**src/common/rh_consts.svh**
```systemverilog
// Widths, register offsets and CS1 bit positions of the RH11 data channel model
// Device data word is numbered big-endian [0:35], registers are 16 bits little-endian
// Only the low 16 bits of the device word carry register data
`ifndef RH_CONSTS_SVH
`define RH_CONSTS_SVH

//////////////////////////////////////////////////////////////////////
// Bus widths
//////////////////////////////////////////////////////////////////////

// KS-10 device data bus
`define RH_DEV_WIDTH 36
// Register and memory word
`define RH_WORD_WIDTH 16
// Memory byte address, two extension bits plus BA
`define RH_ADDR_WIDTH 18

//////////////////////////////////////////////////////////////////////
// Register offsets on devAddr
//////////////////////////////////////////////////////////////////////

`define RH_OFF_CS1 3'd0
`define RH_OFF_WC 3'd2
`define RH_OFF_BA 3'd4

//////////////////////////////////////////////////////////////////////
// CS1 bit positions
//////////////////////////////////////////////////////////////////////

`define RH_CS1_GO 0
`define RH_CS1_FUNC 5:1
`define RH_CS1_IE 6
`define RH_CS1_RDY 7
`define RH_CS1_AE 9:8

// Byte lanes of a little-endian device word
`define RH_HI(d) d[15:8]
`define RH_LO(d) d[7:0]

`endif

```
**src/common/rhDmaPkg.sv**
```systemverilog
// Sequencer state and function code types of the RH11 DMA engine
// Only the codes listed below start any action

package rhDmaPkg;

   // CS1 function codes, bits 5:1 of CS1
   typedef enum logic [4:0]
   {
      // No operation
      fnNop       = 5'd0,
      // Drive clear, CS1 code 04 octal
      fnDriveClr  = 5'd2,
      // Memory to drive, CS1 code 061 octal
      fnWriteData = 5'd24,
      // Drive to memory, CS1 code 071 octal
      fnReadData  = 5'd28
   } func_t;

   // DMA sequencer states
   typedef enum logic [2:0]
   {
      sIdle,
      sDrive,
      sMemReq,
      sMemRel,
      sDone
   } dmaState_t;

endpackage

```
**src/common/rhRegPkg.sv**
```systemverilog
// Register select and device write word types of the RH11 model
// The CS1 view follows the bit positions in the constants header

`include "rh_consts.svh"

package rhRegPkg;

   // Which register a device cycle addresses
   typedef enum logic [1:0]
   {
      selNone,
      selCs1,
      selWc,
      selBa
   } regSel_t;

   // CS1 fields as written by the host
   typedef struct packed
   {
      // Bits 15:10 not modeled
      logic [5:0] unused;
      // Address extension, memory address bits 17:16
      logic [1:0] ae;
      logic       rdy;
      logic       ie;
      // Function code, rhDmaPkg::func_t values
      logic [4:0] func;
      logic       go;
   } cs1Fields_t;

   // One written word, seen either way
   // Raw for WC and BA, fields for CS1
   typedef union packed
   {
      logic [`RH_WORD_WIDTH-1:0] raw;
      cs1Fields_t                cs1;
   } devWord_u;

endpackage

```
**src/design/rhDmaCtrl.sv**
```systemverilog
// CS1 register and DMA sequencer of the RH11 data channel
// One word per step, memory and drive handshakes have no timeout
// While busy only IE can be written, GO and drive clear are ignored
`timescale 1ns/1ns

`include "rh_consts.svh"

module rhDmaCtrl
(
   input  logic                      clk,
   input  logic                      rst,
   input  logic                      devReset,
   input  logic                      cs1Write,
   input  rhRegPkg::devWord_u        writeWord,
   input  logic                      wcLast,
   input  logic [`RH_WORD_WIDTH-1:0] ba,
   output logic [`RH_WORD_WIDTH-1:0] cs1Value,
   output logic                      clrPulse,
   output logic                      dmaStep,
   output logic                      irq,
   output logic                      memReq,
   output logic                      memWrite,
   output logic [`RH_ADDR_WIDTH-1:0] memAddr,
   output logic [`RH_WORD_WIDTH-1:0] memDataO,
   input  logic                      memAck,
   input  logic [`RH_WORD_WIDTH-1:0] memDataI,
   input  logic [`RH_WORD_WIDTH-1:0] driveInData,
   input  logic                      driveInValid,
   output logic                      driveInReady,
   output logic [`RH_WORD_WIDTH-1:0] driveOutData,
   output logic                      driveOutValid,
   input  logic                      driveOutReady
);

   rhDmaPkg::dmaState_t       state;
   rhDmaPkg::func_t           func;
   logic                      ie;
   logic                      rdy;
   logic [1:0]                ae;
   // Direction of the running transfer, drive to memory when set
   logic                      dirRead;
   // Word in flight between memory and drive
   logic [`RH_WORD_WIDTH-1:0] dataReg;
   logic                      readFn;
   logic                      startXfer;

   assign readFn    = writeWord.cs1.func == rhDmaPkg::fnReadData;
   assign startXfer = cs1Write & writeWord.cs1.go & rdy &
                      (readFn | (writeWord.cs1.func == rhDmaPkg::fnWriteData));

   // CS1 read view, GO shows as busy
   always_comb
   begin
      cs1Value              = '0;
      cs1Value[`RH_CS1_GO]   = ~rdy;
      cs1Value[`RH_CS1_FUNC] = func;
      cs1Value[`RH_CS1_IE]   = ie;
      cs1Value[`RH_CS1_RDY]  = rdy;
      cs1Value[`RH_CS1_AE]   = ae;
   end

   //////////////////////////////////////////////////////////////////////
   // Bus outputs
   //////////////////////////////////////////////////////////////////////

   assign memReq        = state == rhDmaPkg::sMemReq;
   // Read data function writes memory
   assign memWrite      = dirRead;
   assign memAddr       = {ae, ba};
   assign memDataO      = dataReg;
   assign driveOutData  = dataReg;
   assign driveInReady  = (state == rhDmaPkg::sDrive) & dirRead & ~devReset;
   assign driveOutValid = (state == rhDmaPkg::sDrive) & ~dirRead;

   // Step after the memory release on reads, after the drive takes the word on writes
   assign dmaStep = ((state == rhDmaPkg::sMemRel) & dirRead & ~memAck) |
                    ((state == rhDmaPkg::sDrive) & ~dirRead & driveOutReady & ~devReset);

   always_ff @(posedge clk or posedge rst)
   begin
      if (rst)
      begin
         state    <= rhDmaPkg::sIdle;
         func     <= rhDmaPkg::fnNop;
         ie       <= 1'b0;
         rdy      <= 1'b1;
         ae       <= '0;
         dirRead  <= 1'b0;
         irq      <= 1'b0;
         clrPulse <= 1'b0;
      end
      else
      begin
         clrPulse <= cs1Write & rdy & (writeWord.cs1.func == rhDmaPkg::fnDriveClr);
         // Any CS1 write drops a pending interrupt
         if (cs1Write)
         begin
            irq <= 1'b0;
            ie  <= writeWord.cs1.ie;
         end
         if (cs1Write && rdy)
         begin
            func <= rhDmaPkg::func_t'(writeWord.cs1.func);
            ae   <= writeWord.cs1.ae;
         end
         case (state)
            rhDmaPkg::sIdle:
               if (startXfer)
               begin
                  rdy     <= 1'b0;
                  dirRead <= readFn;
                  // Writes fetch from memory first
                  state   <= readFn ? rhDmaPkg::sDrive : rhDmaPkg::sMemReq;
               end
            rhDmaPkg::sDrive:
               // Device reset aborts between memory cycles
               if (devReset)
                  state <= rhDmaPkg::sDone;
               else if (dirRead && driveInValid)
                  state <= rhDmaPkg::sMemReq;
               else if (!dirRead && driveOutReady)
                  state <= wcLast ? rhDmaPkg::sDone : rhDmaPkg::sMemReq;
            rhDmaPkg::sMemReq:
               if (memAck)
                  state <= rhDmaPkg::sMemRel;
            rhDmaPkg::sMemRel:
               // Wait for memAck to fall before anything new
               if (!memAck)
               begin
                  if (dirRead && wcLast)
                     state <= rhDmaPkg::sDone;
                  else
                     state <= rhDmaPkg::sDrive;
               end
            rhDmaPkg::sDone:
            begin
               rdy   <= 1'b1;
               state <= rhDmaPkg::sIdle;
               if (ie && !cs1Write)
                  irq <= 1'b1;
            end
            default:
               state <= rhDmaPkg::sIdle;
         endcase
      end
   end

   // Data path, drive word or memory read data
   always_ff @(posedge clk)
   begin
      if (state == rhDmaPkg::sDrive && dirRead && driveInValid)
         dataReg <= driveInData;
      else if (state == rhDmaPkg::sMemReq && !dirRead && memAck)
         dataReg <= memDataI;
   end

   // Four-phase memory rule, no new request over an old acknowledge
   assert property (@(posedge clk) disable iff (rst)
      $rose(memReq) |-> !memAck);

endmodule

```
**src/design/rhTop.sv**
```systemverilog
// RH11 data channel top, register decode, WC, BA and DMA sequencer
// Single channel and single drive, no interrupt vector
`timescale 1ns/1ns

`include "rh_consts.svh"

module rhTop
(
   input  logic                      clk,
   input  logic                      rst,
   input  logic                      devReset,
   // Device bus
   input  logic                      devReq,
   input  logic                      devWrite,
   input  logic [2:0]                devAddr,
   input  logic                      devLoByte,
   input  logic                      devHiByte,
   input  logic [0:`RH_DEV_WIDTH-1]  devDataI,
   output logic                      devAck,
   output logic [0:`RH_DEV_WIDTH-1]  devDataO,
   // Memory
   output logic                      memReq,
   output logic                      memWrite,
   output logic [`RH_ADDR_WIDTH-1:0] memAddr,
   output logic [`RH_WORD_WIDTH-1:0] memDataO,
   input  logic                      memAck,
   input  logic [`RH_WORD_WIDTH-1:0] memDataI,
   // Drive data ports
   input  logic [`RH_WORD_WIDTH-1:0] driveInData,
   input  logic                      driveInValid,
   output logic                      driveInReady,
   output logic [`RH_WORD_WIDTH-1:0] driveOutData,
   output logic                      driveOutValid,
   input  logic                      driveOutReady,
   output logic                      irq
);

   logic [`RH_WORD_WIDTH-1:0] wc;
   logic [`RH_WORD_WIDTH-1:0] ba;
   logic [`RH_WORD_WIDTH-1:0] cs1Value;
   logic                      wcWrite;
   logic                      baWrite;
   logic                      cs1Write;
   rhRegPkg::devWord_u        writeWord;
   logic                      loByte;
   logic                      hiByte;
   logic                      wcLast;
   logic                      dmaStep;
   logic                      clrPulse;

   rhRegDecode uDecode
   (
      .clk(clk), .rst(rst),
      .devReq(devReq), .devWrite(devWrite), .devAddr(devAddr),
      .devLoByte(devLoByte), .devHiByte(devHiByte), .devDataI(devDataI),
      .wcValue(wc), .baValue(ba), .cs1Value(cs1Value),
      .devAck(devAck), .devDataO(devDataO),
      .wcWrite(wcWrite), .baWrite(baWrite), .cs1Write(cs1Write),
      .writeWord(writeWord), .loByte(loByte), .hiByte(hiByte)
   );

   rhWordCount uWordCount
   (
      .clk(clk), .rst(rst), .devReset(devReset), .clrPulse(clrPulse),
      .wcWrite(wcWrite), .loByte(loByte), .hiByte(hiByte),
      .writeWord(writeWord), .dmaStep(dmaStep), .wc(wc), .wcLast(wcLast)
   );

   rhBusAddr uBusAddr
   (
      .clk(clk), .rst(rst), .devReset(devReset), .clrPulse(clrPulse),
      .baWrite(baWrite), .loByte(loByte), .hiByte(hiByte),
      .writeWord(writeWord), .dmaStep(dmaStep), .ba(ba)
   );

   // Sequencer owns CS1 and both external handshakes
   rhDmaCtrl uDmaCtrl
   (
      .clk(clk), .rst(rst), .devReset(devReset),
      .cs1Write(cs1Write), .writeWord(writeWord), .wcLast(wcLast), .ba(ba),
      .cs1Value(cs1Value), .clrPulse(clrPulse), .dmaStep(dmaStep), .irq(irq),
      .memReq(memReq), .memWrite(memWrite), .memAddr(memAddr),
      .memDataO(memDataO), .memAck(memAck), .memDataI(memDataI),
      .driveInData(driveInData), .driveInValid(driveInValid),
      .driveInReady(driveInReady), .driveOutData(driveOutData),
      .driveOutValid(driveOutValid), .driveOutReady(driveOutReady)
   );

endmodule

```
**src/rhRegs/rhBusAddr.sv**
```systemverilog
// RH11 bus address register, word aligned, bit 0 always reads zero
// Steps by two and wraps inside 16 bits, no carry into the extension bits
`timescale 1ns/1ns

`include "rh_consts.svh"

module rhBusAddr
(
   input  logic                      clk,
   input  logic                      rst,
   input  logic                      devReset,
   input  logic                      clrPulse,
   input  logic                      baWrite,
   input  logic                      loByte,
   input  logic                      hiByte,
   input  rhRegPkg::devWord_u        writeWord,
   input  logic                      dmaStep,
   output logic [`RH_WORD_WIDTH-1:0] ba
);

   // Only the word address is stored
   logic [`RH_WORD_WIDTH-1:1] baWord;
   logic [7:0]                loData;

   assign loData = `RH_LO(writeWord.raw);
   assign ba     = {baWord, 1'b0};

   // Same priority as WC
   always_ff @(posedge clk or posedge rst)
   begin
      if (rst)
         baWord <= '0;
      else if (devReset || clrPulse)
         baWord <= '0;
      else if (baWrite)
      begin
         if (hiByte)
            baWord[15:8] <= `RH_HI(writeWord.raw);
         // Written bit 0 is dropped
         if (loByte)
            baWord[7:1] <= loData[7:1];
      end
      else if (dmaStep)
         // One word is two bytes
         baWord <= baWord + 1'b1;
   end

endmodule

```
**src/rhRegs/rhRegDecode.sv**
```systemverilog
// Device bus slave for CS1, WC and BA with a four-phase handshake
// Host must hold address, data and lanes stable while devReq is high
// devDataO is only valid while devAck is high
`timescale 1ns/1ns

`include "rh_consts.svh"

module rhRegDecode
(
   input  logic                       clk,
   input  logic                       rst,
   input  logic                       devReq,
   input  logic                       devWrite,
   input  logic [2:0]                 devAddr,
   input  logic                       devLoByte,
   input  logic                       devHiByte,
   input  logic [0:`RH_DEV_WIDTH-1]   devDataI,
   input  logic [`RH_WORD_WIDTH-1:0]  wcValue,
   input  logic [`RH_WORD_WIDTH-1:0]  baValue,
   input  logic [`RH_WORD_WIDTH-1:0]  cs1Value,
   output logic                       devAck,
   output logic [0:`RH_DEV_WIDTH-1]   devDataO,
   output logic                       wcWrite,
   output logic                       baWrite,
   output logic                       cs1Write,
   output rhRegPkg::devWord_u         writeWord,
   output logic                       loByte,
   output logic                       hiByte
);

   // Big-endian device bus to little-endian word
   logic [`RH_DEV_WIDTH-1:0] devLe;
   rhRegPkg::regSel_t        sel;
   logic [`RH_WORD_WIDTH-1:0] rdValue;
   // First cycle of a handshake
   logic                     ackRise;

   assign devLe   = devDataI;
   assign ackRise = devReq & ~devAck;

   // Register lanes straight from the host
   assign loByte = devLoByte;
   assign hiByte = devHiByte;

   always_comb
   begin
      writeWord.raw = {`RH_HI(devLe), `RH_LO(devLe)};
   end

   // Address decode
   always_comb
   begin
      case (devAddr)
         `RH_OFF_CS1: sel = rhRegPkg::selCs1;
         `RH_OFF_WC:  sel = rhRegPkg::selWc;
         `RH_OFF_BA:  sel = rhRegPkg::selBa;
         default:     sel = rhRegPkg::selNone;
      endcase
   end

   // Read mux, unmapped offsets read zero
   always_comb
   begin
      case (sel)
         rhRegPkg::selCs1: rdValue = cs1Value;
         rhRegPkg::selWc:  rdValue = wcValue;
         rhRegPkg::selBa:  rdValue = baValue;
         default:          rdValue = '0;
      endcase
   end

   //////////////////////////////////////////////////////////////////////
   // Handshake and write strobes
   //////////////////////////////////////////////////////////////////////

   // devAck follows devReq by one clock in both directions
   // Strobes fire once, in the cycle devAck rises
   always_ff @(posedge clk or posedge rst)
   begin
      if (rst)
      begin
         devAck   <= 1'b0;
         wcWrite  <= 1'b0;
         baWrite  <= 1'b0;
         cs1Write <= 1'b0;
      end
      else
      begin
         devAck   <= devReq;
         wcWrite  <= ackRise & devWrite & (sel == rhRegPkg::selWc);
         baWrite  <= ackRise & devWrite & (sel == rhRegPkg::selBa);
         cs1Write <= ackRise & devWrite & (sel == rhRegPkg::selCs1);
      end
   end

   // Read data captured at the start of the handshake
   always_ff @(posedge clk)
   begin
      if (ackRise && !devWrite)
         devDataO <= {{(`RH_DEV_WIDTH-`RH_WORD_WIDTH){1'b0}}, rdValue};
   end

   // One strobe at most, and only on the rising edge of devAck
   assert property (@(posedge clk) disable iff (rst)
      (wcWrite | baWrite | cs1Write) |-> $onehot({wcWrite, baWrite, cs1Write}) && $rose(devAck));

endmodule

```
**src/rhRegs/rhWordCount.sv**
```systemverilog
// RH11 word count register, loaded by the host as a negative count
// Counts up once per DMA step, wcLast flags the final word
`timescale 1ns/1ns

`include "rh_consts.svh"

module rhWordCount
(
   input  logic                      clk,
   input  logic                      rst,
   input  logic                      devReset,
   input  logic                      clrPulse,
   input  logic                      wcWrite,
   input  logic                      loByte,
   input  logic                      hiByte,
   input  rhRegPkg::devWord_u        writeWord,
   input  logic                      dmaStep,
   output logic [`RH_WORD_WIDTH-1:0] wc,
   output logic                      wcLast
);

   // All ones, so the coming step brings WC to zero
   assign wcLast = &wc;

   // Clear first, then host write, then step
   always_ff @(posedge clk or posedge rst)
   begin
      if (rst)
         wc <= '0;
      else if (devReset || clrPulse)
         wc <= '0;
      else if (wcWrite)
      begin
         // Each lane written on its own
         if (hiByte)
            wc[15:8] <= `RH_HI(writeWord.raw);
         if (loByte)
            wc[7:0] <= `RH_LO(writeWord.raw);
      end
      else if (dmaStep)
         wc <= wc + 1'b1;
   end

   // Host must not touch WC while the sequencer steps it
   assert property (@(posedge clk) disable iff (rst)
      dmaStep |-> !wcWrite);

endmodule

```
**config.mk**
```make
export PLATFORM = sky130hd
export DESIGN_NAME = rhTop
export DESIGN_NICKNAME = d
export VERILOG_FILES = /design/src/common/rhDmaPkg.sv /design/src/common/rhRegPkg.sv /design/src/design/rhDmaCtrl.sv /design/src/design/rhTop.sv /design/src/rhRegs/rhBusAddr.sv /design/src/rhRegs/rhRegDecode.sv /design/src/rhRegs/rhWordCount.sv
export VERILOG_INCLUDE_DIRS = /design/src /design/src/common
export SDC_FILE = /design/constraint.sdc
export NUM_CORES = 1
export LEC_CHECK = 0
export BUFFER_PORTS_ARGS = -buffer_cell sky130_fd_sc_hd__buf_2
export CELL_PAD_IN_SITES_DETAIL_PLACEMENT = 1
export CELL_PAD_IN_SITES_GLOBAL_PLACEMENT = 2
export CORE_ASPECT_RATIO = 1.5
export CORE_UTILIZATION = 30
export DETAILED_ROUTE_END_ITERATION = 16
export GPL_TIMING_DRIVEN = 1
export MAX_ROUTING_LAYER = met4
export PLACE_DENSITY_LB_ADDON = 0.1
export SKIP_LAST_GASP = 1
export SLEW_MARGIN = 10
export SYNTH_ARGS = -nofsm -noshare
export SYNTH_HDL_FRONTEND = slang
export SYNTH_SLANG_ARGS = --single-unit
```
**constraint.sdc**
```tcl
create_clock -name clk -period 2.6 [get_ports clk]
set_clock_uncertainty 0.2 [all_clocks]
set_input_delay 0.26 -clock clk [delete_from_list [all_inputs] [get_ports clk]]
set_output_delay 0.26 -clock clk [all_outputs]
set_load 0.03 [all_outputs]
```
# Word-level counts from Yosys, hierarchy flattened
# Cells that the tools add are included.
dict set report classes {
  n_addsub 2
  n_eq_ne 20
  n_mux 28
  bitwise 24
  reduce_logical 28
}
# cell count
set op_table {}
lappend op_table {{$mux 16} 5}
lappend op_table {{$pmux 16 s3} 1}
lappend op_table {{$mux 15} 3}
lappend op_table {{$mux 3} 8}
lappend op_table {{$and 1x1->1} 17}
lappend op_table {{$add 16x1->16 const B} 1}
lappend op_table {{$mux 8} 2}
lappend op_table {{$reduce_and 16->1} 1}
lappend op_table {{$add 15x1->15 const B} 1}
lappend op_table {{$ne 3x2->1 const B} 4}
lappend op_table {{$pmux 3 s4} 1}
lappend op_table {{$reduce_and 2->1} 6}
lappend op_table {{$eq 5x5->1 const B} 2}
lappend op_table {{$logic_and 1x1->1} 10}
lappend op_table {{$eq 3x2->1 const B} 3}
lappend op_table {{$mux 7} 1}
lappend op_table {{$eq 3x3->1 const B} 2}
lappend op_table {{$logic_not 3->1} 2}
lappend op_table {{$pmux 2 s3} 1}
lappend op_table {{$reduce_bool 3->1} 2}
lappend op_table {{$eq 5x2->1 const B} 1}
lappend op_table {{$not 1->1} 5}
lappend op_table {{$eq 2x2->1 const B} 2}
lappend op_table {{$mux 1} 4}
lappend op_table {{12 further kinds} 17}
dict set report word_totals {
  regBits 82
  input_bits 81
  output_inout_bits 92
}

# Depth between registers and ports, before layout
dict set report logic_depth {
  depth_word 8
  depth_mapped 7
}

# By module
# Synthesis repeated with hierarchy kept, for this count alone.
dict set report hier_totals {
  hier_cells 549
  hier_area_um2 5514.0
}
# module n_inst cells_per_inst area_per_inst_um2 seq_area_each_um2
set by_module_without_submodules {}
lappend by_module_without_submodules {rhDmaCtrl 1 153 1844.3 857.1}
lappend by_module_without_submodules {rhRegDecode 1 140 1505.2 580.6}
lappend by_module_without_submodules {rhWordCount 1 128 1098.6 400.4}
lappend by_module_without_submodules {rhBusAddr 1 128 1066.0 375.4}

# Worst setup path before layout
# Ideal clock, no wire load.
dict set report synth_timing {
  path_kind {reg-to-reg}
  startpoint {reg uDmaCtrl.state[1]}
  endpoint {reg uDmaCtrl.dataReg[0], in the netlist uDmaCtrl.driveOutData[0] (enable)}
  setup_ns 0.372
  t_arrival_ns 1.964
  t_required_ns 2.028
  setup_slack_ns 0.064
  stages_incl_launch_ff 6
  path_buffers 1
  period_less_slack_ns 2.536
  path_cell_list {dfrtp_1 clkbuf_1 inv_1 nor3_1 nand3_1 nand2_1}
}
dict set report synth_via {
  elab_chain_cells 4
  elab_cells_between_ends 7
  classes_between {eq/ne: 2; reduce/logical: 5}
}
# item line
set synth_lines {}
lappend synth_lines {{start, declared} rhDmaCtrl.sv:35} ;# rhDmaPkg::dmaState_t state;
lappend synth_lines {{start signal, assigned} rhDmaCtrl.sv:83} ;# state <= rhDmaPkg::sIdle;
lappend synth_lines {{start signal, assigned} rhDmaCtrl.sv:113} ;# state <= readFn ? rhDmaPkg::sDrive : rhDmaPkg::sMemReq;
lappend synth_lines {{start signal, assigned} rhDmaCtrl.sv:118} ;# state <= rhDmaPkg::sDone;
lappend synth_lines {{$eq 3x2->1} --}
lappend synth_lines {{net memReq} rhTop.sv:22} ;# output logic memReq,
lappend synth_lines {{$logic_and 1x1->1 (2 in series)} rhDmaCtrl.sv:153} ;# else if (state == rhDmaPkg::sMemReq && !dirRead && memAck)
lappend synth_lines {{$reduce_bool 2->1 (no line)} --}
lappend synth_lines {{end signal, assigned} rhDmaCtrl.sv:152} ;# dataReg <= driveInData;
lappend synth_lines {{end signal, assigned} rhDmaCtrl.sv:154} ;# dataReg <= memDataI;
lappend synth_lines {{end, declared} rhDmaCtrl.sv:43} ;# logic [`RH_WORD_WIDTH-1:0] dataReg;
# The timed path passes the listed nets, and every way through them passes these cells.
# A chain may end at the register's enable or synchronous reset.

# Worst setup path after layout
dict set report layout_timing {
  startpoint {reg uDmaCtrl.state[1]}
  endpoint {reg uWordCount.wc[12]}
}
dict set report layout_via {
  elab_chain_cells 7
  elab_cells_between_ends 10
  classes_between {eq/ne: 2; bitwise: 6; reduce/logical: 2}
}
# item line
set layout_lines {}
lappend layout_lines {{$eq 3x1->1} rhDmaCtrl.sv:77} ;# ((state == rhDmaPkg::sDrive) & ~dirRead & driveOutReady & ~devReset);
lappend layout_lines {{$and 1x1->1 (3 in series)} rhDmaCtrl.sv:77}
lappend layout_lines {{$or 1x1->1 (*)} rhDmaCtrl.sv:76} ;# assign dmaStep = ((state == rhDmaPkg::sMemRel) & dirRead & ~memAck) |
lappend layout_lines {{$reduce_bool 3->1 (no line) (*)} --}
lappend layout_lines {{$reduce_and 2->1 (no line) (*)} --}
lappend layout_lines {{end signal, assigned} rhWordCount.sv:36} ;# wc[15:8] <= `RH_HI(writeWord.raw);
lappend layout_lines {{end signal, assigned} rhWordCount.sv:41} ;# wc <= wc + 1'b1;
lappend layout_lines {{end, declared} rhWordCount.sv:18} ;# output logic [`RH_WORD_WIDTH-1:0] wc,
# Every way passes the cells marked *; elsewhere a longest branch is shown, timed or not.

==> results.json <==
{
  "holdPathStages": 3,
  "cts_setup_buffers": 0,
  "yosysTopAreaCellShare_pct": 24.13,
  "fillCellCount": 1924,
  "clock_latency_ns": 0.35,
  "synth_edf_count": 32,
  "gp_congestion": 0.8298,
  "p_leak_nw": 2.644,
  "drc_errors": 0,
  "crit_type": "reg -> reg",
  "worst_pin_slew_ns": 0.7272,
  "maxCapViolations": 0,
  "dr.first_iter.drc_count": 291,
  "viasPerCell": 5.462,
  "slew_headroom_pct": 51.52,
  "firstDrtPassIters": 4,
  "synthArstFlopShare_pct": 60.98,
  "grt_pass1_wl_um": 26430,
  "fmax_ghz": 0.4276,
  "vias": 4632,
  "wl_per_cell_um": 20.23,
  "place_hpwl_um": 13050,
  "core_area_mm2": 0.01640,
  "reg2reg_depth": 4,
  "crit_path_start_kind": "flop",
  "final_core_util_pct": 37.86,
  "htreeDepth": 3,
  "die_area_mm2": 0.01747,
  "ant_nets": 0,
  "power_w": 0.004464,
  "cts_sinks": 82,
  "rsz0062_at_grt": "false",
  "grt_overflow": 0,
  "grt_max_degree": 51,
  "hold_viol_final": 0,
  "syn-mean-instance-area_um2": 9.828,
  "diodes": 0,
  "worst_ep_arrival_time_ns": 2.42,
  "num-nets-final": 720,
  "ios": 173,
  "worstReg2RegEnd": "uWordCount.wc[12]",
  "critPathMaxFanout": 13,
  "finalSetupViolations": 0,
  "fp.dieW_um": 108.3,
  "cts_made_buffers": 9,
  "yosys-top-cells-area": "dfrtp_1 (24%), edfxtp_1 (19%), buf_4 (5.9%)",
  "yosys.cell_types.count": 68,
  "fin_crit_sh_pct": 89.95,
  "ir_drop_v": 0.0003335,
  "synth_ff_type": "dfrtp_1",
  "cts-root-buf": "clkbuf_16",
  "grt.total_usage_pct": 20.46,
  "min-delay-start": "devDataI[35]",
  "ys_ff_latch": 82,
  "synth_area_mm2": 0.005081,
  "ff2ff_setup_slack_ns": 0.26,
  "layout_common_cells": "buf_2 (131), nor2_1 (49), dfrtp_1 (49), nand2_1 (41), edfxtp_1 (32)",
  "initial_core_util_pct": 30.98,
  "die_y_um": 161.4,
  "drt_wl_total_um": 17160,
  "maxSlewViolCount": 0,
  "clk_pin_slew_ns": 0.07,
  "power_density_mw_per_mm2": 718.9,
  "first_global_vias": 4728,
  "port_buffers": 131,
  "crit_required_ns": 2.68,
  "drive_above_1_share_pct": 33.80,
  "ys_warn_count": 0,
  "timing.setup.tns_ns": 0,
  "holdPathEnd": "uWordCount.wc[0]",
  "cts_tree": "built",
  "synthCells": 517,
  "yosysSeqAreaShare_pct": 43.56,
  "yosysTopAreaCell": "dfrtp_1",
  "status": "finished clean",
  "rows": 57,
  "r2r_start": "uDmaCtrl.state[1]",
  "ctsLongestPathBuffers": 2,
  "area_growth_pct": 22.21,
  "end_kind": "flop",
  "final_common_cell": "buf_2",
  "min_period_ns": 2.339,
  "antenna_found_initial": 0,
  "hold_path.class": "in -> reg"
}
-- sequential cells by signal, summed over array words and instances (netlist names), 2 cells and up --
signal and flops:
uDecode.devDataO 16, uBusAddr.baWord 15, uDmaCtrl.func 5, uWordCount.wc 16, uDmaCtrl.state 3, uDmaCtrl.ae 2
uDmaCtrl.driveOutData 16
-- cells in the mapped netlist (all sizes together) (5+ instances only) --
| cell | count |
|---|---|
| buf | 51 |
| dfrtp | 49 |
| nor2 | 49 |
| nand2 | 41 |
| edfxtp | 32 |
| a21oi | 27 |
| mux2 | 26 |
| clkbuf | 25 |
| nand3 | 15 |
| o21ai | 13 |
| nand4 | 12 |
| a22oi | 11 |
| mux2i | 11 |
| a22o | 9 |
| nor3 | 9 |
| nor4 | 9 |
| o32ai | 9 |
| a31oi | 8 |
| a32o | 8 |
| and2 | 7 |
| inv | 7 |
| nor3b | 6 |
| and4 | 5 |
| o22a | 5 |
| o22ai | 5 |
| o31ai | 5 |
| o41ai | 5 |
-- where the power goes --
group	leakage [nW]	switching, W	total, W	internal [W]
clock network	0.172	0.000572	0.00152	0.000951
logic	1.51	0.000878	0.00133	0.000454
registers	0.965	0.000118	0.00161	0.00149
-- cell families after synthesis --
| group | synth area share (%) |
|---|---|
| buffers and inverters | 9.998 |
| adder cells (fa/ha/maj) | 0.4924 |
| AO/OA/AOI/OAI | 19.65 |
| multiplexers | 7.929 |
| AND/OR/NAND/NOR | 18.12 |
| XOR/XNOR | 0.1724 |
| other | 0.07380 |
| flip-flops | 43.56 |
-- worst max path at each step --
| stage | to | slack, ns | depth (start not counted) | from |
|---|---|---|---|---|
| 2_1_floorplan | uDmaCtrl.driveOutData[0] | 0.06 | 5 | uDmaCtrl.state[1] |
| 3_3_place_gp | uWordCount.wc[12] | 0.31 | 4 | uDmaCtrl.state[1] |
| 3_5_place_dp | uWordCount.wc[12] | 0.26 | 4 | uDmaCtrl.state[1] |
| 4_1_cts | uWordCount.wc[12] | 0.25 | 4 | uDmaCtrl.state[1] |
| 5_1_grt | uBusAddr.baWord[14] | 0.13 | 6 | uDmaCtrl.state[2] |
| 6_report | uWordCount.wc[12] | 0.26 | 4 | uDmaCtrl.state[1] |
-- layout make-up --
| class | instances | area (um2) | share of cell area, % |
|---|---|---|---|
| Multi-Input combinational cell | 372 | 2440 | 39.29 |
| Sequential cell | 82 | 2213 | 35.64 |
| Timing Repair Buffer | 165 | 923.4 | 14.87 |
| Tap cell | 206 | 257.7 | 4.151 |
| Clock buffer | 9 | 225.2 | 3.627 |
| Clock inverter | 7 | 123.9 | 1.995 |
| Inverter | 7 | 26.28 | 0.4231 |
-- routing by layer --
metal	track usage, %	share of wire [%]	routed length (um)	vias up
li1	-	-	-	2139
met2	36.13	52	8953	165
met5	-	0	0	-
met4	7.494	2.2	376	0
met1	23.14	40	6875	2303
met3	2.906	5.6	954	25
-- per-stage QoR --
| step | area [um2] | hold WS [ns] | setup WS (ns) | instances |
|---|---|---|---|---|
| final | 6210 | 0.006474 | 0.2614 | 848 |
| after global placement | 5811 | 0.1905 | 0.3113 | 827 |
| after detailed placement | 5811 | 0.1967 | 0.2636 | 827 |
| after CTS | 6210 | 0.004013 | 0.2474 | 848 |
| after floorplan | 5156 | 0.09143 | 0.06398 | 537 |
| after global routing | 6210 | 0.01880 | 0.1260 | 848 |
-- critical path, cell delays in order (launching register included) --
cell and delay (ns):
dfrtp_1 0.38, or3b_1 0.51, a211o_1 0.52, a21oi_1 0.45
a22o_1 0.21
-- timing repair --
item / in CTS / in global routing
hold buffers: 5 / 0
gates resized for setup: 0 / 0
hold endpoints to repair: 52 / 0
(Power assumes the default switching activity.)
